## src/hdl/bridge_pkg.sv

```systemverilog
package bridge_pkg;

    //////////////////////////////////////////////////
    // Host register access widths
    //////////////////////////////////////////////////

    localparam int DATA_W = 32;
    // Width of the crate register space
    localparam int ADDR_W = 27;
    localparam int TAG_W  = 4;

    //////////////////////////////////////////////////
    // Request and response encodings
    //////////////////////////////////////////////////

    typedef enum logic {
        OP_READ  = 1'b0,
        OP_WRITE = 1'b1
    } op_e;

    // Returned with every tag, read data only valid with ST_OK
    typedef enum logic [1:0] {
        ST_OK      = 2'd0,
        ST_INVALID = 2'd1,
        ST_TIMEOUT = 2'd2
    } status_e;

endpackage

```

## src/hdl/link_pkg.sv

```systemverilog
package link_pkg;

    // Top address bits pick the TURFIO link
    localparam int LINK_SEL_W = 2;
    // What is left of the address goes out on the link
    localparam int LINK_ADDR_W = bridge_pkg::ADDR_W - LINK_SEL_W;

    // One channel per TURFIO in the crate
    localparam int NUM_LINKS_DEFAULT = 4;

    // Per-channel transaction state
    typedef enum logic [1:0] {
        CH_IDLE = 2'd0,
        CH_WAIT = 2'd1,
        CH_DONE = 2'd2
    } chan_state_e;

endpackage

```

## src/hdl/link_channel.sv

```systemverilog
`timescale 1ns/1ps

module link_channel #(
    parameter int CMD_DEPTH      = 4,
    parameter int TIMEOUT_CYCLES = 64
) (
    input  logic                                 ps_clk,
    input  logic                                 rst_i,
    // Push side, from the dispatcher
    input  logic                                 push_i,
    input  bridge_pkg::op_e                      op_i,
    input  logic [link_pkg::LINK_ADDR_W-1:0]     addr_i,
    input  logic [bridge_pkg::DATA_W-1:0]        wdata_i,
    input  logic [bridge_pkg::TAG_W-1:0]         tag_i,
    output logic                                 credit_o,
    // Remote TURFIO link
    input  logic                                 link_up_i,
    output logic                                 link_cmd_valid_o,
    output bridge_pkg::op_e                      link_cmd_op_o,
    output logic [link_pkg::LINK_ADDR_W-1:0]     link_cmd_addr_o,
    output logic [bridge_pkg::DATA_W-1:0]        link_cmd_wdata_o,
    input  logic                                 link_rsp_valid_i,
    input  logic [bridge_pkg::DATA_W-1:0]        link_rsp_rdata_i,
    // Result, held until granted
    output logic                                 done_o,
    output logic [bridge_pkg::TAG_W-1:0]         done_tag_o,
    output bridge_pkg::status_e                  done_status_o,
    output logic [bridge_pkg::DATA_W-1:0]        done_rdata_o,
    input  logic                                 grant_i,
    // Sticky error flags
    input  logic                                 clear_flags_i,
    output logic                                 timeout_flag_o,
    output logic                                 invalid_flag_o
);

    localparam int PTR_W = (CMD_DEPTH > 1) ? $clog2(CMD_DEPTH) : 1;
    localparam int CNT_W = $clog2(CMD_DEPTH + 1);
    localparam int TMR_W = $clog2(TIMEOUT_CYCLES + 1);

    bridge_pkg::op_e                  op_mem    [CMD_DEPTH];
    logic [link_pkg::LINK_ADDR_W-1:0] addr_mem  [CMD_DEPTH];
    logic [bridge_pkg::DATA_W-1:0]    wdata_mem [CMD_DEPTH];
    logic [bridge_pkg::TAG_W-1:0]     tag_mem   [CMD_DEPTH];

    logic [PTR_W-1:0]      wr_ptr_q;
    logic [PTR_W-1:0]      rd_ptr_q;
    logic [CNT_W-1:0]      count_q;
    link_pkg::chan_state_e state_q;
    logic [TMR_W-1:0]      timer_q;
    logic                  pop;
    logic                  timed_out;

    bridge_pkg::op_e               cur_op_q;
    logic [bridge_pkg::TAG_W-1:0]  cur_tag_q;
    bridge_pkg::status_e           status_q;
    logic [bridge_pkg::DATA_W-1:0] rdata_q;
    logic                          timeout_flag_q;
    logic                          invalid_flag_q;

    function automatic logic [PTR_W-1:0] ptr_next(input logic [PTR_W-1:0] p);
        return (p == PTR_W'(CMD_DEPTH - 1)) ? '0 : p + 1'b1;
    endfunction

    //////////////////////////////////////////////////
    // Command FIFO
    //////////////////////////////////////////////////

    always_ff @(posedge ps_clk) begin
        if (push_i) begin
            op_mem[wr_ptr_q]    <= op_i;
            addr_mem[wr_ptr_q]  <= addr_i;
            wdata_mem[wr_ptr_q] <= wdata_i;
            tag_mem[wr_ptr_q]   <= tag_i;
        end
    end

    // Pop whenever idle, the credit goes straight back
    assign pop      = (state_q == link_pkg::CH_IDLE) && (count_q != '0);
    assign credit_o = pop;

    // Command leaves on the pop cycle, straight from the FIFO head
    assign link_cmd_valid_o = pop && link_up_i;
    assign link_cmd_op_o    = op_mem[rd_ptr_q];
    assign link_cmd_addr_o  = addr_mem[rd_ptr_q];
    assign link_cmd_wdata_o = wdata_mem[rd_ptr_q];

    // A reply on the last cycle still wins over the timeout
    assign timed_out = (state_q == link_pkg::CH_WAIT) && !link_rsp_valid_i
                       && (timer_q == TMR_W'(TIMEOUT_CYCLES - 1));

    //////////////////////////////////////////////////
    // Transaction FSM
    //////////////////////////////////////////////////

    always_ff @(posedge ps_clk) begin
        if (rst_i) begin
            wr_ptr_q <= '0;
            rd_ptr_q <= '0;
            count_q  <= '0;
            state_q  <= link_pkg::CH_IDLE;
            timer_q  <= '0;
        end else begin
            if (push_i)
                wr_ptr_q <= ptr_next(wr_ptr_q);
            if (pop)
                rd_ptr_q <= ptr_next(rd_ptr_q);
            count_q <= count_q + CNT_W'(push_i) - CNT_W'(pop);

            case (state_q)
                link_pkg::CH_IDLE: begin
                    if (pop) begin
                        timer_q <= '0;
                        state_q <= link_up_i ? link_pkg::CH_WAIT : link_pkg::CH_DONE;
                    end
                end
                link_pkg::CH_WAIT: begin
                    timer_q <= timer_q + 1'b1;
                    if (link_rsp_valid_i || timed_out)
                        state_q <= link_pkg::CH_DONE;
                end
                link_pkg::CH_DONE: begin
                    if (grant_i)
                        state_q <= link_pkg::CH_IDLE;
                end
                default: state_q <= link_pkg::CH_IDLE;
            endcase
        end
    end

    // Result payload, status defaults to invalid for a down link
    always_ff @(posedge ps_clk) begin
        if (pop) begin
            cur_op_q  <= op_mem[rd_ptr_q];
            cur_tag_q <= tag_mem[rd_ptr_q];
            status_q  <= bridge_pkg::ST_INVALID;
            rdata_q   <= '0;
        end else if (state_q == link_pkg::CH_WAIT) begin
            if (link_rsp_valid_i) begin
                status_q <= bridge_pkg::ST_OK;
                rdata_q  <= (cur_op_q == bridge_pkg::OP_READ) ? link_rsp_rdata_i : '0;
            end else if (timed_out) begin
                status_q <= bridge_pkg::ST_TIMEOUT;
            end
        end
    end

    assign done_o        = (state_q == link_pkg::CH_DONE);
    assign done_tag_o    = cur_tag_q;
    assign done_status_o = status_q;
    assign done_rdata_o  = rdata_q;

    //////////////////////////////////////////////////
    // Sticky flags
    //////////////////////////////////////////////////

    always_ff @(posedge ps_clk) begin
        if (rst_i) begin
            timeout_flag_q <= 1'b0;
            invalid_flag_q <= 1'b0;
        end else begin
            if (clear_flags_i) begin
                timeout_flag_q <= 1'b0;
                invalid_flag_q <= 1'b0;
            end
            // New events win over a clear in the same cycle
            if (timed_out)
                timeout_flag_q <= 1'b1;
            if (pop && !link_up_i)
                invalid_flag_q <= 1'b1;
        end
    end

    assign timeout_flag_o = timeout_flag_q;
    assign invalid_flag_o = invalid_flag_q;

    // Dispatcher credits must keep pushes away from a full FIFO
    a_no_push_full: assert property (@(posedge ps_clk) disable iff (rst_i)
        push_i |-> (count_q != CNT_W'(CMD_DEPTH)));

endmodule

```

## config.mk

```make
export PLATFORM = sky130hd
export DESIGN_NAME = link_channel
export DESIGN_NICKNAME = d
export VERILOG_FILES = /design/src/hdl/bridge_pkg.sv /design/src/hdl/link_pkg.sv /design/src/hdl/link_channel.sv
export SDC_FILE = /design/constraint.sdc
export NUM_CORES = 1
export LEC_CHECK = 0
export BUFFER_PORTS_ARGS = -buffer_cell sky130_fd_sc_hd__buf_4
export CORE_UTILIZATION = 50
export CTS_BUF_LIST = sky130_fd_sc_hd__clkbuf_4 sky130_fd_sc_hd__clkbuf_8 sky130_fd_sc_hd__clkbuf_16
export CTS_CLUSTER_DIAMETER = 120
export DETAILED_ROUTE_END_ITERATION = 10
export PLACE_DENSITY_LB_ADDON = 0.2
export SETUP_SLACK_MARGIN = 0.1
export SLEW_MARGIN = 20
export SYNTH_ARGS = -nofsm -noshare
export SYNTH_HDL_FRONTEND = slang
export SYNTH_SLANG_ARGS = --single-unit
```

## constraint.sdc

```tcl
create_clock -name ps_clk -period 4.71 [get_ports ps_clk]
set_clock_uncertainty 0.1 [all_clocks]
set_input_delay 0.942 -clock ps_clk [delete_from_list [all_inputs] [get_ports ps_clk]]
set_output_delay 0.942 -clock ps_clk [all_outputs]
set_load 0.02 [all_outputs]
```

Word-level counts from Yosys, hierarchy flattened

Memory sizes are Yosys's and may differ from the RTL's. A register that Yosys moved wholly into a read port is not among the register bits.
Index checks and enable logic that the tools add are counted.

$add $sub $neg: 5
Equal/unequal tests: 8
Muxes and demuxes: 23
Reduce and logical (&&, ||, !) cells: 18

Operators with widths:

| kind                  | count |
|---|---|
| $mux W32              | 1 |
| $mux W2               | 14 |
| $pmux W7 S2           | 1 |
| $reduce_bool A2 Y1    | 4 |
| $add A7 B1 Y7 const B | 1 |
| $eq A7 B6 Y1 const B  | 1 |
| $mux W7               | 1 |
| $eq A2 B2 Y1 const B  | 3 |
| $pmux W2 S3           | 1 |
| $reduce_and A2 Y1     | 3 |
| $logic_and A1 B1 Y1   | 5 |
| $mux W1               | 5 |
| $add A2 B1 Y2 const B | 2 |
| $ne A2 B1 Y1 const B  | 2 |
| $add A3 B1 Y3         | 1 |
| $reduce_and A3 Y1     | 1 |
| $reduce_bool A3 Y1    | 1 |
| $sub A3 B1 Y3         | 1 |
| $eq A2 B1 Y1 const B  | 1 |
| $logic_not A1 Y1      | 2 |
| $logic_not A2 Y1      | 1 |
| $ne A2 B2 Y1 const B  | 1 |
| $logic_or A1 B1 Y1    | 1 |

Register bits: 53
Memory bits (writable): 248
Output and inout bits: 101
Logic and storage cells: 68
Memories: 4

Memory list:

| name      | words | width | read ports | clocked after Yosys merged registers in | wr ports | RTL line           | text |
|---|---|---|---|---|---|---|---|
| wdata_mem | 4     | 32    | 1          | 1                                       | 1        | link_channel.sv:42 | `logic [bridge_pkg::DATA_W-1:0] wdata_mem [CMD_DEPTH];` |
| addr_mem  | 4     | 25    | 1          | 1                                       | 1        | link_channel.sv:41 | `logic [link_pkg::LINK_ADDR_W-1:0] addr_mem [CMD_DEPTH];` |
| tag_mem   | 4     | 4     | 1          | 1                                       | 1        | link_channel.sv:43 | `logic [bridge_pkg::TAG_W-1:0] tag_mem [CMD_DEPTH];` |
| op_mem    | 4     | 1     | 1          | 1                                       | 1        | link_channel.sv:40 | `bridge_pkg::op_e op_mem [CMD_DEPTH];` |

Longest topological paths before layout

Depth in word-level cells: 6
Depth in mapped cells: 11
Mapped depth without buffers: 9

Least setup slack after synthesis

No wires, ideal clock.

Path kind: input-to-reg
Start point: input port push_i
End point: memory addr_mem[0][0] (netlist name), enable pin
Setup time: 0.426 ns
Data arrival time: 2.404 ns
Required time: 4.184 ns
Slack: 1.780 ns
Stages: 1
Cell sequence: and2_1

Longest elaborated chain between the ends: 2

RTL lines:

| item                          | RTL line           | text |
|---|---|---|
| start: declaration            | link_channel.sv:10 | `input logic push_i,` |
| $mux W1                       | link_channel.sv:69 | `if (push_i) begin` |
| $mux W1 (implied by the code) | link_channel.sv:71 | `addr_mem[wr_ptr_q] <= addr_i;` |
| end: declaration              | link_channel.sv:41 |  |

No other way between the ends.

==> results_dict.tcl <==
set metrics [dict create \
    row_count 54 \
    layout_common_cells "253 x edfxtp_1, 203 x buf_4, 62 x mux4_2, 52 x dfxtp_1, 41 x a21oi_1" \
    cts.sinks 307 \
    cts_resized 0 \
    top_layer "met4" \
    synth.yosys.seq_area_share 0.760 \
    ys_ff_latch 307 \
    drt_iter0_drc 332 \
    core_um2 22100 \
    crit_family "flip-flops" \
    via_count 6184 \
    io_buffers 201 \
    drive_gt1_frac 0.402 \
    place_area_um2 13200 \
    peakVddDrop_mv 0.450 \
    yosysWarnings 0 \
    initial_core_util 0.517 \
    grt_usage 0.194 \
    cts_tree "done" \
    wirelength_um 22700 \
    hp-class "reg2reg" \
    antenna_left 0 \
    synth_edf_count 253 \
    worstMarginPinSlew_ps 1130 \
    fin_crit_ps 3630 \
    met1_length_um 9020 \
    slew_headroom 0.244 \
    async_flop_share 0 \
    die_area_um2 23400 \
    crit_buf_inv 2 \
    synthFlopType "edfxtp_1" \
    io_pins 202 \
    numCtsBuffers 31 \
    setup_ws_ps 1080 \
    drv_slew 0 \
    path_cells "buf_4 -> mux4_2 -> buf_4" \
    antenna_found_initial 0 \
    dr.pass1.iters 4 \
    htree_levels 1 \
    hold_viol 0 \
    grt_remaining_overflow 0 \
    end_kind "output port" \
    place_ws_ps 1540 \
    routedWlPerCell_um 20.6 \
    drcViolationCount 0 \
    dp_hpwl_um 14200 \
    fin_crit_sh 0.771 \
    grt_max_degree 63 \
    status "completed" \
    maxCapViolCount 0 \
    syn_avg_cell_area_um2 19.2 \
    synth.distinct_cells 49 \
    syn_inst 594 \
    max-clock-path-buffers 3 \
    startpoint_type "flop" \
    required_ps 3670 \
    setup_violations 0 \
    rsz0062_at_grt "no" \
    grt_pass1_vias 6389 \
    fmax_ghz 0.275 \
    path_class "reg2out" \
    crit_slowest_cell "dfxtp_4" \
    power_density_nw_per_um2 538 \
    cp.arrival_ps 2590 \
    wl_met2_um 11600 \
    worstPathMaxFanout 42 \
    clockRootBuffer "clkbuf_16" \
    final_common_cell "edfxtp_1" \
    cts_setup_buffers 0 \
    grt_pass1_wl_um 35000 \
    syn_area_um2 11400 \
    cellLeakagePower_nw 4.95 \
    cts_hold_buf 0 \
    routed_via_density 5.61 \
    dr_wl_met3_um 1590 \
    die_h_um 153 \
    slowest_delay_ps 940 \
    finalInstanceArea_um2 14200 \
    path_clk_slew_ps 60 \
    setup_tns_ps 0 \
    gp_congestion 0.797 \
    insertion_delay_ps 540 \
    crit_top_cell "buf_4" \
    n_antenna_cell 0 \
    syn_nets 703 \
    die_width_um 153 \
    nets 908 \
    area_growth_pct 24.0 \
]
-- report_power, final --
group	internal, mW	switching [mW]
Sequential	3.15	0.288
Combinational	0.912	0.936
Clock	1.40	0.932
Total	5.45	2.16
-- worst paths after layout --
path	start	end	slack (ps)	cells after the start
max	flop	link_cmd_wdata_o[8]	1080	3
min reg2reg	done_rdata_o[28]	done_rdata_o[28]	360	2
min	done_rdata_o[28]	done_rdata_o[28]	360	2
max reg2reg	state_q[1]	count_q[2]	2180	9
-- worst register-to-register path, delay by kind of cell, from the launching register on --
kind                       cells  cell delay (ps)
DFF                            1              410
buffers and inverters          1               50
adders and majority gates      2              540
and+or+nand+nor                4             1020
AOI/OAI and AO/OA              1              170
xor gates and xnor gates       1              170
-- state kept, by name, summed over array words and instances (netlist names), named ones only --
signal / count
addr_mem: 100
count_q: 3
cur_op_q: 1
done_rdata_o: 32
done_status_o: 2
done_tag_o: 4
invalid_flag_o: 1
op_mem: 4
rd_ptr_q: 2
state_q: 2
tag_mem: 16
timeout_flag_o: 1
timer_q: 7
wdata_mem: 128
wr_ptr_q: 2
-- cells in the mapped netlist, drive strengths merged (4+ instances only) --
| cell | number | area [um2] |
|---|---|---|
| mux4 | 62 | 1400 |
| nor2b | 4 | 25.0 |
| dfxtp | 54 | 1080 |
| nand3b | 34 | 255 |
| buf | 20 | 116 |
| a21oi | 41 | 205 |
| clkbuf | 12 | 45.0 |
| nor3 | 4 | 25.0 |
| edfxtp | 253 | 7600 |
| ha | 7 | 87.6 |
| inv | 7 | 28.8 |
| nor2 | 10 | 37.5 |
| o21ai | 8 | 40.0 |
| and2 | 6 | 37.5 |
| nand2 | 36 | 135 |
-- metal layers --
layer  vias to the layer above  global-route usage
met2                       228               0.344
met4                         0              0.0471
met3                        29              0.0488
met1                      3138               0.239
met5                         -                   0
li1                       2789                   -
-- area by class of cell --
type | instances | area [um2]
well taps | 280 | 350
repair buffers | 204 | 1540
fillers | 1557 | 7940
flip-flops and latches | 307 | 8690
inverters | 7 | 28.8
clock buffers | 46 | 918
clock inverters | 11 | 76.3
multi-input cells | 248 | 2560
-- kinds of logic (layout without fill, tap and decap cells) --
kind of cell / Yosys count / in the layout / synth area share
adders and majority gates: 8 / 8 / 0.00942
DFF: 307 / 307 / 0.760
buffers and inverters: 39 / 268 / 0.0167
xor gates and xnor gates: 1 / 1 / 0.000767
and+or+nand+nor: 113 / 113 / 0.0577
muxes: 63 / 63 / 0.123
AOI/OAI and AO/OA: 63 / 63 / 0.0323
-- per-stage QoR --
step | util | hold slack, ps | instances | power, mW
detailed placement | 0.595 | 348 | 1045 | 5.36
CTS | 0.640 | 356 | 1102 | 7.70
finish | 0.641 | 355 | 1103 | 7.61
global route | 0.641 | 375 | 1103 | 7.93
global placement | 0.595 | 339 | 1045 | 5.32
floorplan | - | 366 | 594 | 4.63
No activity file was read; power rests on OpenSTA's default activity.
