File: config.mk
export PLATFORM = sky130hd
export DESIGN_NAME = req_dispatch
export DESIGN_NICKNAME = d
export VERILOG_FILES = /design/src/hdl/bridge_pkg.sv /design/src/hdl/link_pkg.sv /design/src/hdl/req_dispatch.sv
export SDC_FILE = /design/constraint.sdc
export NUM_CORES = 1
export LEC_CHECK = 0
export BUFFER_PORTS_ARGS = -buffer_cell sky130_fd_sc_hd__clkbuf_2
export CORE_UTILIZATION = 34
export DETAILED_ROUTE_END_ITERATION = 10
export PLACE_DENSITY = 0.81
export SYNTH_ARGS = -nofsm -noshare
export SYNTH_HDL_FRONTEND = slang
export SYNTH_SLANG_ARGS = --single-unit
File: constraint.sdc
create_clock -name ps_clk -period 2.55 [get_ports ps_clk]
set_input_delay 0.1275 -clock ps_clk [delete_from_list [all_inputs] [get_ports ps_clk]]
set_output_delay 0.1275 -clock ps_clk [all_outputs]
set_load 0.005 [all_outputs]
File: src/hdl/bridge_pkg.sv
package bridge_pkg;

    //////////////////////////////////////////////////
    // Host register access widths
    //////////////////////////////////////////////////

    localparam int DATA_W = 32;
    // Width of the crate register space
    localparam int ADDR_W = 27;
    localparam int TAG_W  = 4;

    //////////////////////////////////////////////////
    // Request and response encodings
    //////////////////////////////////////////////////

    typedef enum logic {
        OP_READ  = 1'b0,
        OP_WRITE = 1'b1
    } op_e;

    // Returned with every tag, read data only valid with ST_OK
    typedef enum logic [1:0] {
        ST_OK      = 2'd0,
        ST_INVALID = 2'd1,
        ST_TIMEOUT = 2'd2
    } status_e;

endpackage

File: src/hdl/link_pkg.sv
package link_pkg;

    // Top address bits pick the TURFIO link
    localparam int LINK_SEL_W = 2;
    // What is left of the address goes out on the link
    localparam int LINK_ADDR_W = bridge_pkg::ADDR_W - LINK_SEL_W;

    // One channel per TURFIO in the crate
    localparam int NUM_LINKS_DEFAULT = 4;

    // Per-channel transaction state
    typedef enum logic [1:0] {
        CH_IDLE = 2'd0,
        CH_WAIT = 2'd1,
        CH_DONE = 2'd2
    } chan_state_e;

endpackage

File: src/hdl/req_dispatch.sv
`timescale 1ns/1ps

module req_dispatch #(
    parameter int NUM_LINKS = 4,
    parameter int CMD_DEPTH = 4
) (
    input  logic                                 ps_clk,
    input  logic                                 rst_i,
    // Host request port
    input  logic                                 req_valid_i,
    input  bridge_pkg::op_e                      req_op_i,
    input  logic [bridge_pkg::ADDR_W-1:0]        req_addr_i,
    input  logic [bridge_pkg::DATA_W-1:0]        req_wdata_i,
    input  logic [bridge_pkg::TAG_W-1:0]         req_tag_i,
    output logic                                 req_ready_o,
    // Channel push, payload shared by all channels
    output logic [NUM_LINKS-1:0]                 chan_push_o,
    output bridge_pkg::op_e                      chan_op_o,
    output logic [link_pkg::LINK_ADDR_W-1:0]     chan_addr_o,
    output logic [bridge_pkg::DATA_W-1:0]        chan_wdata_o,
    output logic [bridge_pkg::TAG_W-1:0]         chan_tag_o,
    input  logic [NUM_LINKS-1:0]                 chan_credit_i
);

    localparam int CNT_W = $clog2(CMD_DEPTH + 1);

    logic [link_pkg::LINK_SEL_W-1:0] sel_idx;
    logic                            sel_ok;
    logic [CNT_W-1:0]                credit_q [NUM_LINKS];

    //////////////////////////////////////////////////
    // Address split and credit check
    //////////////////////////////////////////////////

    assign sel_idx = req_addr_i[bridge_pkg::ADDR_W-1 -: link_pkg::LINK_SEL_W];
    // Link indices past NUM_LINKS have no channel behind them
    assign sel_ok  = (sel_idx < NUM_LINKS);

    assign req_ready_o = sel_ok && (credit_q[sel_idx] != '0);

    assign chan_op_o    = req_op_i;
    assign chan_addr_o  = req_addr_i[link_pkg::LINK_ADDR_W-1:0];
    assign chan_wdata_o = req_wdata_i;
    assign chan_tag_o   = req_tag_i;

    //////////////////////////////////////////////////
    // Per-channel credit counters
    //////////////////////////////////////////////////

    for (genvar i = 0; i < NUM_LINKS; i++) begin : g_credit
        assign chan_push_o[i] = req_valid_i && req_ready_o && (sel_idx == i);

        always_ff @(posedge ps_clk) begin
            if (rst_i) begin
                credit_q[i] <= CNT_W'(CMD_DEPTH);
            end else begin
                credit_q[i] <= credit_q[i] + CNT_W'(chan_credit_i[i])
                               - CNT_W'(chan_push_o[i]);
            end
        end

        // Credits come back from the channel, so they must never overrun the FIFO
        a_credit_range: assert property (@(posedge ps_clk) disable iff (rst_i)
            (credit_q[i] <= CNT_W'(CMD_DEPTH)) && (chan_push_o[i] -> credit_q[i] != '0));
    end

endmodule

Word level (Yosys, flattened, before mapping)
Memory sizes are Yosys's and may differ from the RTL's.
Index checks and enable logic that the tools add are counted.
{"block": "op_classes", "addsub": 8, "eq_ne": 3, "n_mux": 7, "bitwise": 4, "n_reduce_logical": 7}
{"cell": "3-bit by 1-bit adder with 3-bit output", "count": 4}
{"cell": "3-bit two-way mux", "count": 4}
{"cell": "3-bit by 1-bit subtractor with 3-bit output", "count": 4}
{"cell": "1-bit logical AND", "count": 5}
{"cell": "2-bit equality test (second input constant)", "count": 2}
{"cell": "1-bit OR", "count": 4}
{"cell": "1-bit two-way mux", "count": 3}
{"cell": "3-bit nonzero test", "count": 1}
{"cell": "2-bit by 1-bit equality test with 1-bit output (second input constant)", "count": 1}
{"cell": "2-bit zero test", "count": 1}
{"block": "word_totals", "register_bits": 0, "ram_bits": 12, "inputBits": 71, "wordCells": 30, "n_memories": 1}
{"memory": "credit_q", "depth": 4, "width": 3, "rd": 5, "rd_clocked_by_memory_dff": 0, "wr": 4, "line": "req_dispatch.sv:29", "source": "logic [CNT_W-1:0] credit_q [NUM_LINKS];"}

Depth between registers and ports, before layout
Gate-level depths: netlist of the first run.
An unclocked memory read counts as a cell.
{"block": "depth", "word_depth": 6, "ltp_mapped": 11, "depth_no_buf": 10}

Worst setup path before layout of the first run
OpenSTA, ideal clock, no wires.
{"block": "synth_timing", "path_kind": "register to register", "start": "memory credit_q[0][1] (netlist name)", "end": "memory credit_q[0][2] (netlist name)", "setup_time_ns": 0.117, "t_arrival_ns": 2.091, "required_time_ns": 2.433, "slack_ns": 0.342, "path_stages_with_launch": 11, "n_path_buf": 0, "synth_period_minus_slack_ns": 2.208, "cell_sequence": "dfxtp_1 -> nor4_4 -> nor4b_1 -> ha_1 -> inv_1 -> ha_1 -> inv_1 -> fa_1 -> xor2_1 -> xnor2_1 -> nand2b_1"}
{"item": "start: declaration", "line": "req_dispatch.sv:29"}

==> out/summary.md, run 1 <==
## Synthesis
- 14.0% — Simple-Gate Fraction of Synth Area
- 14.9% — Adder-Cell Fraction of Synth Area
- 1.86% — compound-cell area share of the yosys netlist
- 0 — number of warning messages in the yosys log
- sky130_fd_sc_hd__buf_4 — area leader, netlist
- 8.98 um2 — mean cell area of the mapped netlist
- 0% — fraction of registers with async set/reset
- sky130_fd_sc_hd__buf_4 — most used standard cell by instance count after synthesis
- 12 — register bit count reported by yosys
- 135 — count of mapped cells out of synthesis
- 218 — post-synth net total
- sky130_fd_sc_hd__buf_4, sky130_fd_sc_hd__inv_1, sky130_fd_sc_hd__dfxtp_1 — Post-synth top cells
- sky130_fd_sc_hd__buf_4, sky130_fd_sc_hd__dfxtp_1, sky130_fd_sc_hd__ha_1 — biggest area contributors in the synthesized netlist
- 0 — EDFF count, synth
- sky130_fd_sc_hd__dfxtp_1 — most instantiated flip-flop cell in the synthesis netlist
- 5.78% — area share of xor/xnor cells in the synthesized design
- 0% — share of cell area taken by muxes after synthesis
- 1210 um2 — total standard cell area after synthesis
- 22 — Yosys cell types
- 19.8% — fraction of the yosys area taken by sequential cells
- 38.4% — area share of the leading cell type in the synthesized netlist
- buffers and inverters — dominant combinational cell family by area after synthesis

## Drt
- 1450 um — total length of routed wires
- 540 um — Metal-1 WL
- 2 — Detailed Routing Iterations Pass 1
- 0 — DRC violations left
- met4 — uppermost signal routing layer after detailed routing
- 4.11 — Via density
- 9 — DRC marker count from the first detailed-route iteration
- 10.8 um — WL per Instance
- 551 — via count
- 0 — ANT nets after route
- 719 um — wire length on met2
- 165 um — met3 wire len

## CTS
- 0.08 ns — clock transition at the register clock pins on the worst setup and hold paths after CTS
- 2 — Clock Path Buffers
- 0.28 ns — insertion delay to the later sink of the worst-skew pair
- yes — TritonCTS clock tree
- 12 — clk sink count
- 0 — # hold bufs at CTS
- 3 — clock buffers created by TritonCTS
- 1 — total number of H-tree levels
- sky130_fd_sc_hd__clkbuf_4 — clock root buffer

## Floorplanning
- 3810 um2 — die area
- 138 — number of ports placed on the die boundary
- 3360 um2 — core outline area
- 36.0% — initial core utilization
- 61.7 um — die width
- 61.7 um — vertical die dimension
- 21 — Cell Rows

## Place
- 13 — I/O Buffers
- 1100 um — DP HPWL
- 130 — Placed Instances
- 0.676 — GP Congestion
- 0.153 ns — post-placement setup slack

## Cells and area
- 172 — Total Nets Final
- 23.9% — proportion of layout cells with a drive suffix above 1
- credit_q (12) — Top Registers
- 12 — max FFs per register
- credit_q — Reg with most FFs
- 0 — Ant. Diodes
- -26.0% — synthesis-to-finish area growth
- 134 — number of cells in the finished layout apart from fillers

## Worst setup path
- 2.73 ns — required time at the worst-slack endpoint
- 0.45 ns — delay of the slowest cell on the worst path
- nor4_4, nor4b_2, ha_1, inv_1, ha_1, inv_1, fa_1, xor2_1, xnor2_1, nand2b_1 — CP Cell Sequence
- 2.40 ns — Worst Path Arrival
- sky130_fd_sc_hd__dfxtp_1 — Critical Path Slowest Stage Cell
- 3 — crit-path max FO
- flip-flop — CP startpoint kind
- flip-flop — Critical Path End Type
- flip-flop to flip-flop — category of the most critical setup path

## GRT
- 0 — remaining global-route overflow
- 8.64% — global routing usage summed across all routing layers
- 0 — initial antenna violation count
- 482 — vias in the first global route
- 2250 um — global-route wire length before repair
- 13 — largest net degree at the start of global routing

## Power
- 0.277 mV — highest ir drop seen on vdd
- 779 nW/um2 — Power Density
- 0.394 nW — leakage component of the power
- 0.000699 W — Power, Total

## Run status
- completed — run status

## STA
- 78.8% — relative slew slack
- 0 — max-slew violations
- 0.331 ns — smallest setup slack after layout
- 451 MHz — highest achievable clock rate
- 0.00777 ns — clock skew after layout
- 2.22 ns — Min Clock Period, post-route
- 0 ns — total negative slack for setup checks
- 87.0% — crit share post-route
- 0 — final-report setup violation count
- false — unrepaired setup endpoints after global routing
- 0 — hold violation total from the final report
- 0.318 ns — Worst-Margin Slew

## Job
- 0 — Max-Cap Viols

## Worst hold path
- input port to flip-flop — worst hold path class

[layer usage]
metal / vias to the layer above / GRT usage, %
met3: 6 / 6.63
met4: 0 / 4.44
li1: 261 / -
met5: - / 0
met2: 23 / 12.6
met1: 261 / 9.07
[report_power, final]
part | total, W | switching [W] | internal (W)
clock network | 0.000152 | 0.0000656 | 0.0000869
logic | 0.000241 | 0.000108 | 0.000133
registers | 0.000306 | 0.0000609 | 0.000245
total | 0.000699 | 0.000234 | 0.000465
[stage by stage]
stage	hold slack (ns)	area [um2]	utilization, %
final	0.161	897	26.7
after global routing	0.176	897	26.7
after CTS	0.165	891	26.5
after detailed placement	0.255	855	25.4
after global placement	0.255	855	25.4
after floorplan	0.199	1210	-
[worst paths after layout]
kind                  start        endpoint  slack, ns  cells past startpoint
min                   rst_i  credit_q[0][1]       0.16                      2
max reg2reg  credit_q[0][1]  credit_q[0][2]       0.33                     10
min reg2reg  credit_q[1][1]  credit_q[1][2]       0.58                      2
max          credit_q[0][1]  credit_q[0][2]       0.33                     10
[placed cells by master, fill, tap and decap left out]
cell,synthesis,layout
sky130_fd_sc_hd__nor4b_2,1,2
sky130_fd_sc_hd__dfxtp_1,12,12
sky130_fd_sc_hd__a21o_1,1,1
sky130_fd_sc_hd__a31oi_1,1,1
sky130_fd_sc_hd__nand2_1,1,1
sky130_fd_sc_hd__xnor2_1,5,5
sky130_fd_sc_hd__nor2b_1,5,5
sky130_fd_sc_hd__nor3b_1,1,1
sky130_fd_sc_hd__nor2_1,6,6
sky130_fd_sc_hd__nor4_4,2,2
sky130_fd_sc_hd__ha_1,8,8
sky130_fd_sc_hd__xor2_1,3,3
sky130_fd_sc_hd__inv_1,13,13
sky130_fd_sc_hd__clkbuf_4,0,3
sky130_fd_sc_hd__nand2b_1,4,4
sky130_fd_sc_hd__a311oi_1,1,1
sky130_fd_sc_hd__and2_1,1,1
sky130_fd_sc_hd__clkbuf_8,0,1
sky130_fd_sc_hd__fa_1,4,4
sky130_fd_sc_hd__nand3b_1,1,1
sky130_fd_sc_hd__clkbuf_2,0,13
[logic make-up after synthesis]
logic type / Yosys count
buffers and inverters: 77
and+or+nand+nor: 23
adders and majority gates: 12
DFF: 12
xor gates and xnor gates: 8
AOI/OAI and AO/OA: 3
[critical path: cells and delay by family, from the launching register on]
kind	cells	cell delay [ns]
xor gates and xnor gates	2	0.32
buffers and inverters	2	0.10
and+or+nand+nor	3	0.46
DFF	1	0.45
adders and majority gates	3	0.79
[what timing repair did]
| action | in CTS | in global routing |
|---|---|---|
| setup buffers | 0 | 0 |
| resized for setup | 0 | 1 |
| setup endpoints to repair | 0 | 1 |
[area by class of cell]
| cell class | count | area [um2] |
|---|---|---|
| Clock buffer | 4 | 36.3 |
| Fill cell | 390 | 2470 |
| Inverter | 13 | 48.8 |
| Multi-Input combinational cell | 46 | 449 |
| Sequential cell | 12 | 240 |
| Tap cell | 46 | 57.6 |
| Timing Repair Buffer | 13 | 65.1 |
(Power assumes the default switching activity.)
==> run 2, diff against run 1 <==
--- a/config.mk
+++ b/config.mk
@@ -8,7 +8,9 @@
 export BUFFER_PORTS_ARGS = -buffer_cell sky130_fd_sc_hd__clkbuf_2
 export CORE_UTILIZATION = 34
 export DETAILED_ROUTE_END_ITERATION = 10
+export MAX_ROUTING_LAYER = met4
 export PLACE_DENSITY = 0.81
+export REMOVE_ABC_BUFFERS = 1
 export SYNTH_ARGS = -nofsm -noshare
 export SYNTH_HDL_FRONTEND = slang
 export SYNTH_SLANG_ARGS = --single-unit
==> run 2 against run 1 <==
  * Sequential power is essentially flat
  * Cell count is the same
  * Critical path depth is the same
  * First-iteration DRC count grew 89%
  * Routed wire length grew to 4.1 times the previous value
  * Critical endpoint unchanged
==> out/summary.md, run 2 (synthesis gave the netlist of run 1 again) <==
## Power
- 0.000712 W — Power, Total, was 0.000699 W
- 799 nW/um2 — Power Density, was 779 nW/um2
- 0.393 nW — leakage component of the power, was 0.394 nW
- 0.266 mV — highest ir drop seen on vdd, was 0.277 mV

## STA
- 0.446 ns — Worst-Margin Slew, was 0.318 ns
- false — unrepaired setup endpoints after global routing, unchanged
- 69.8% — relative slew slack, was 78.8%
- 0 — max-slew violations, unchanged
- 0 — hold violation total from the final report, unchanged
- 0 ns — total negative slack for setup checks, unchanged
- 0.280 ns — smallest setup slack after layout, was 0.331 ns
- 2.27 ns — Min Clock Period, post-route, was 2.22 ns
- 441 MHz — highest achievable clock rate, was 451 MHz
- 0.00857 ns — clock skew after layout, was 0.00777 ns
- 89.0% — crit share post-route, was 87.0%
- 0 — final-report setup violation count, unchanged

## Cells and area
- 0 — Ant. Diodes, unchanged
- sky130_fd_sc_hd__inv_1, sky130_fd_sc_hd__clkbuf_2, sky130_fd_sc_hd__dfxtp_1 — commonest non-fill, non-tap cells in the layout, unchanged
- 891 um2 — final non-filler cell area, was 897 um2
- 172 — Total Nets Final, unchanged
- 12 — max FFs per register, unchanged
- 22.7% — proportion of layout cells with a drive suffix above 1, was 23.9%
- credit_q (12) — Top Registers, unchanged
- -26.5% — synthesis-to-finish area growth, was -26.0%
- credit_q — Reg with most FFs, unchanged

## Place
- 1.00 — GP Congestion, was 0.676
- 5540 um — DP HPWL, was 1100 um
- 0.277 ns — post-placement setup slack, was 0.153 ns
- 13 — I/O Buffers, unchanged
- 855 um2 — placed instance area, unchanged

## Floorplanning
- 61.7 um — die width, unchanged
- 3360 um2 — core outline area, unchanged
- 61.7 um — vertical die dimension, unchanged
- 36.0% — initial core utilization, unchanged
- 138 — number of ports placed on the die boundary, unchanged
- 21 — Cell Rows, unchanged
- 3810 um2 — die area, unchanged

## CTS
- 0.09 ns — clock transition at the register clock pins on the worst setup and hold paths after CTS, was 0.08 ns
- sky130_fd_sc_hd__clkbuf_4 — clock root buffer, unchanged
- 0.29 ns — insertion delay to the later sink of the worst-skew pair, was 0.28 ns
- yes — TritonCTS clock tree, unchanged
- 3 — clock buffers created by TritonCTS, unchanged
- 12 — clk sink count, unchanged
- 0 — CTS-repair resized insts, unchanged
- 0 — post-CTS repair timing setup buffer count, unchanged
- 1 — total number of H-tree levels, unchanged
- 2 — Clock Path Buffers, unchanged
- 0 — # hold bufs at CTS, unchanged

## GRT
- 13 — largest net degree at the start of global routing, unchanged
- 51.9% — global-route met2 utilization, was 12.6%
- 12.6% — met1 routing resource usage after global routing, was 9.07%
- 6920 um — global-route wire length before repair, was 2250 um
- 0 — initial antenna violation count, unchanged
- 45.1% — met3 track demand over resource, was 6.63%
- 0 — remaining global-route overflow, unchanged
- 32.3% — global routing usage summed across all routing layers, was 8.64%
- met2 — highest-utilization routing layer at the global route stage, unchanged
- 639 — vias in the first global route, was 482

## Worst setup path
- credit_q[0][2] — Crit Reg-Reg Endpoint, unchanged
- 0.28 ns — register-to-register setup slack, was 0.33 ns
- flip-flop — Critical Path End Type, unchanged
- flip-flop — CP startpoint kind, unchanged
- flip-flop to flip-flop — category of the most critical setup path, unchanged
- credit_q[0][1] — Reg-to-Reg Start, unchanged
- 3 — crit-path max FO, unchanged
- 10 — worst-case reg-to-reg path depth, unchanged
- 2.46 ns — Worst Path Arrival, was 2.40 ns
- 2.74 ns — required time at the worst-slack endpoint, was 2.73 ns

## Run status
- completed — run status, unchanged

## Drt
- 5.12 — Via density, was 4.11
- 5 — Detailed Routing Iterations Pass 1, was 2
- 5880 um — total length of routed wires, was 1450 um
- 43.9 um — WL per Instance, was 10.8 um
- 0 — ANT nets after route, unchanged
- 17 — DRC marker count from the first detailed-route iteration, was 9
- 686 — via count, was 551
- 0 — DRC violations left, unchanged

## Worst hold path
- rst_i — startpoint of the tightest hold check path, unchanged
- input port to flip-flop — worst hold path class, unchanged
- credit_q[2][1] — hold endpoint, was credit_q[0][1]
- 2 — Hold Path Stages, unchanged

## Job
- 0 — Max-Cap Viols, unchanged

-- run 2: cell counts in the layout (fill, tap and decap cells not counted) --
No cell type changed its count.
-- run 2: metal layers --
metal  up-vias  part of all wire, %  routed length (um)
met5         -                    0                   0
met4         0                  8.6                 507
met3        26                   31                1820
met2       122                   48                2800
met1       279                   13                 750
li1        259                    -                   -
-- run 2: worst max-delay path by stage --
stage | from | to | cells after the start
global placement | credit_q[0][1] | credit_q[0][2] | 10
detailed placement | credit_q[0][1] | credit_q[0][2] | 10
global route | credit_q[0][1] | credit_q[0][2] | 10
finish | credit_q[0][1] | credit_q[0][2] | 10
floorplan | credit_q[0][1] | credit_q[0][2] | 10
CTS | credit_q[0][1] | credit_q[0][2] | 10
-- run 2: layout make-up --
class | count | area, um2
Clock buffer | 4 | 36.3
Fill cell | 390 | 2470
Inverter | 13 | 48.8
Multi-Input combinational cell | 46 | 443
Sequential cell | 12 | 240
Tap cell | 46 | 57.6
Timing Repair Buffer | 13 | 65.1
-- run 2: power breakdown --
part	internal (W)	switching [W]
clock	0.0000870	0.0000750
combinational	0.000134	0.000108
sequential	0.000245	0.0000631
total	0.000466	0.000246
-- run 2: critical path, stage by stage (launching register included) --
cell and delay (ns):
sky130_fd_sc_hd__dfxtp_1 0.44, sky130_fd_sc_hd__nor4_4 0.07, sky130_fd_sc_hd__nor4b_1 0.41, sky130_fd_sc_hd__ha_1 0.31, sky130_fd_sc_hd__inv_1 0.05, sky130_fd_sc_hd__ha_1 0.12
sky130_fd_sc_hd__inv_1 0.04, sky130_fd_sc_hd__fa_1 0.37, sky130_fd_sc_hd__xor2_1 0.16, sky130_fd_sc_hd__xnor2_1 0.13, sky130_fd_sc_hd__nand2b_1 0.06
-- run 2: metrics by stage --
step	util, %	std cells	hold slack, ns
4_1_cts	26.5	134	0.170
6_report	26.5	134	0.165
3_3_place_gp	25.4	130	0.255
5_1_grt	26.5	134	0.182
2_1_floorplan	-	71	0.194
3_5_place_dp	25.4	130	0.255
==> run 3, diff against run 2 <==
==> constraint.sdc (replaced) <==
create_clock -name ps_clk -period 2.34 [get_ports ps_clk]
set_input_delay 0.117 -clock ps_clk [delete_from_list [all_inputs] [get_ports ps_clk]]
set_output_delay 0.117 -clock ps_clk [all_outputs]
set_load 0.005 [all_outputs]
==> run 3 against run 2 <==
  * Power is 10% higher
  * Register-to-register slack worse by 0.10 ns
  * Hold slack worse by 0.014 ns
  * First-iteration DRC count is 12% higher
  * Count of clock-buffer cells in the layout stayed put
  * Cell count is 0.75% higher
  * Utilization is 0.86 points higher
  * Global-route usage is 0.19 points lower
  * Clock skew hardly changed
  * Critical path type unchanged
==> out/summary.md, run 3 (synthesis gave the netlist of run 1 again) <==
## Run status
- completed — run status, unchanged

## STA
- false — unrepaired setup endpoints after global routing, unchanged
- 0.00822 ns — clock skew after layout, was 0.00857 ns
- 0 — hold violation total from the final report, unchanged
- 0.297 ns — Worst-Margin Slew, was 0.446 ns
- 2.16 ns — Min Clock Period, post-route, was 2.27 ns
- 92.4% — crit share post-route, was 89.0%
- 463 MHz — highest achievable clock rate, was 441 MHz
- 0 ns — total negative slack for setup checks, unchanged
- 0 — max-slew violations, unchanged
- 0.178 ns — smallest setup slack after layout, was 0.280 ns
- 80.0% — relative slew slack, was 69.8%
- 0 — final-report setup violation count, unchanged

## CTS
- 1 — CTS-repair resized insts, was 0
- 2 — Clock Path Buffers, unchanged
- 3 — clock buffers created by TritonCTS, unchanged
- 0 — # hold bufs at CTS, unchanged
- 0.09 ns — clock transition at the register clock pins on the worst setup and hold paths after CTS, about the same
- 1 — total number of H-tree levels, unchanged
- sky130_fd_sc_hd__clkbuf_4 — clock root buffer, unchanged
- yes — TritonCTS clock tree, unchanged
- 0 — post-CTS repair timing setup buffer count, unchanged
- 0.28 ns — insertion delay to the later sink of the worst-skew pair, was 0.29 ns
- 12 — clk sink count, unchanged

## Power
- 0.407 nW — leakage component of the power, was 0.393 nW
- 851 nW/um2 — Power Density, was 799 nW/um2
- 0.461 mV — highest ir drop seen on vdd, was 0.266 mV

## Drt
- 5830 um — total length of routed wires, was 5880 um
- 5.11 — Via density, was 5.12
- 43.2 um — WL per Instance, was 43.9 um
- 0 — ANT nets after route, unchanged
- 19 — DRC marker count from the first detailed-route iteration, was 17
- 3 — Detailed Routing Iterations Pass 1, was 5
- 0 — DRC violations left, unchanged
- 690 — via count, was 686

## GRT
- 13 — largest net degree at the start of global routing, unchanged
- 32.2% — global routing usage summed across all routing layers, was 32.3%
- 0 — initial antenna violation count, unchanged
- 613 — vias in the first global route, was 639
- 0 — remaining global-route overflow, unchanged
- 6880 um — global-route wire length before repair, was 6920 um

## Floorplanning
- 21 — Cell Rows, unchanged
- 36.0% — initial core utilization, unchanged
- 3810 um2 — die area, unchanged
- 138 — number of ports placed on the die boundary, unchanged
- 3360 um2 — core outline area, unchanged
- 61.7 um — vertical die dimension, unchanged
- 61.7 um — die width, unchanged

## Worst setup path
- 0.18 ns — register-to-register setup slack, was 0.28 ns
- flip-flop — Critical Path End Type, unchanged
- 3 — crit-path max FO, unchanged
- 10 — worst-case reg-to-reg path depth, unchanged
- 2.35 ns — Worst Path Arrival, was 2.46 ns
- nor4_4, nor4b_4, ha_1, inv_1, ha_1, inv_1, fa_1, xor2_1, xnor2_1, nand2b_1 — CP Cell Sequence, was nor4_4, nor4b_1, ha_1, inv_1, ha_1, inv_1, fa_1, xor2_1, xnor2_1, nand2b_1
- sky130_fd_sc_hd__dfxtp_1 — Critical Path Slowest Stage Cell, unchanged
- credit_q[0][2] — Crit Reg-Reg Endpoint, unchanged
- flip-flop — CP startpoint kind, unchanged
- adder cells — largest delay contributor family on the critical path, unchanged
- 2 — buffers plus inverters on the worst setup path, unchanged
- 0.45 ns — delay of the slowest cell on the worst path, was 0.44 ns
- flip-flop to flip-flop — category of the most critical setup path, unchanged
- credit_q[0][1] — Reg-to-Reg Start, unchanged
- 2.53 ns — required time at the worst-slack endpoint, was 2.74 ns

## Place
- 13 — I/O Buffers, unchanged
- 5510 um — DP HPWL, was 5540 um
- 0.0137 ns — post-placement setup slack, was 0.277 ns
- 131 — Placed Instances, was 130
- 1.00 — GP Congestion, unchanged

## Cells and area
- credit_q (12) — Top Registers, unchanged
- sky130_fd_sc_hd__inv_1, sky130_fd_sc_hd__clkbuf_2, sky130_fd_sc_hd__dfxtp_1 — commonest non-fill, non-tap cells in the layout, unchanged
- 0 — Ant. Diodes, unchanged
- 12 — max FFs per register, unchanged
- -24.1% — synthesis-to-finish area growth, was -26.5%
- 173 — Total Nets Final, was 172
- credit_q — Reg with most FFs, unchanged
- 135 — number of cells in the finished layout apart from fillers, was 134
- 27.0% — proportion of layout cells with a drive suffix above 1, was 22.7%

## Worst hold path
- credit_q[2][1] — hold endpoint, unchanged
- rst_i — startpoint of the tightest hold check path, unchanged
- input port to flip-flop — worst hold path class, unchanged
- 2 — Hold Path Stages, unchanged

## Job
- 0 — Max-Cap Viols, unchanged

==> run 3: layer usage <==
layer	routed length, um	track usage (%)	vias up
met2	2830	53.1	124
met1	696	11.4	284
li1	-	-	263
met5	0	-	-
met4	378	17.8	0
met3	1920	47.0	19
==> run 3: how the worst max path moves through the flow <==
stage / start / to / slack (ns) / cells past startpoint
floorplan: credit_q[0][1] / credit_q[0][2] / 0.13 / 10
global placement: credit_q[0][1] / credit_q[0][2] / 0.11 / 10
detailed placement: credit_q[0][1] / credit_q[0][2] / 0.01 / 10
CTS: credit_q[2][1] / credit_q[2][2] / 0.07 / 10
global route: credit_q[0][1] / credit_q[0][2] / 0.002 / 10
finish: credit_q[0][1] / credit_q[0][2] / 0.18 / 10
==> run 3: layout make-up <==
cell class	count	area [um2]
multi-input cells	46	463
inverters	13	48.8
repair buffers	14	72.6
well taps	46	57.6
clock buffers	4	36.3
flip-flops and latches	12	241
fillers	378	2440
==> run 3: per-stage QoR <==
step	total power, W	cell area (um2)	hold WS [ns]	util (%)
after floorplan	0.000541	732	0.184	-
after global placement	0.000592	862	0.234	25.6
after detailed placement	0.000609	862	0.234	25.6
after CTS	0.000785	905	0.150	26.9
after global routing	0.000857	920	0.172	27.3
final	0.000782	920	0.151	27.3
==> run 3: where the power goes <==
group | internal, W | switching, W | total (W)
Clock | 0.0000948 | 0.0000784 | 0.000173
Sequential | 0.000268 | 0.0000667 | 0.000335
Combinational | 0.000149 | 0.000125 | 0.000275
Total | 0.000512 | 0.000271 | 0.000782
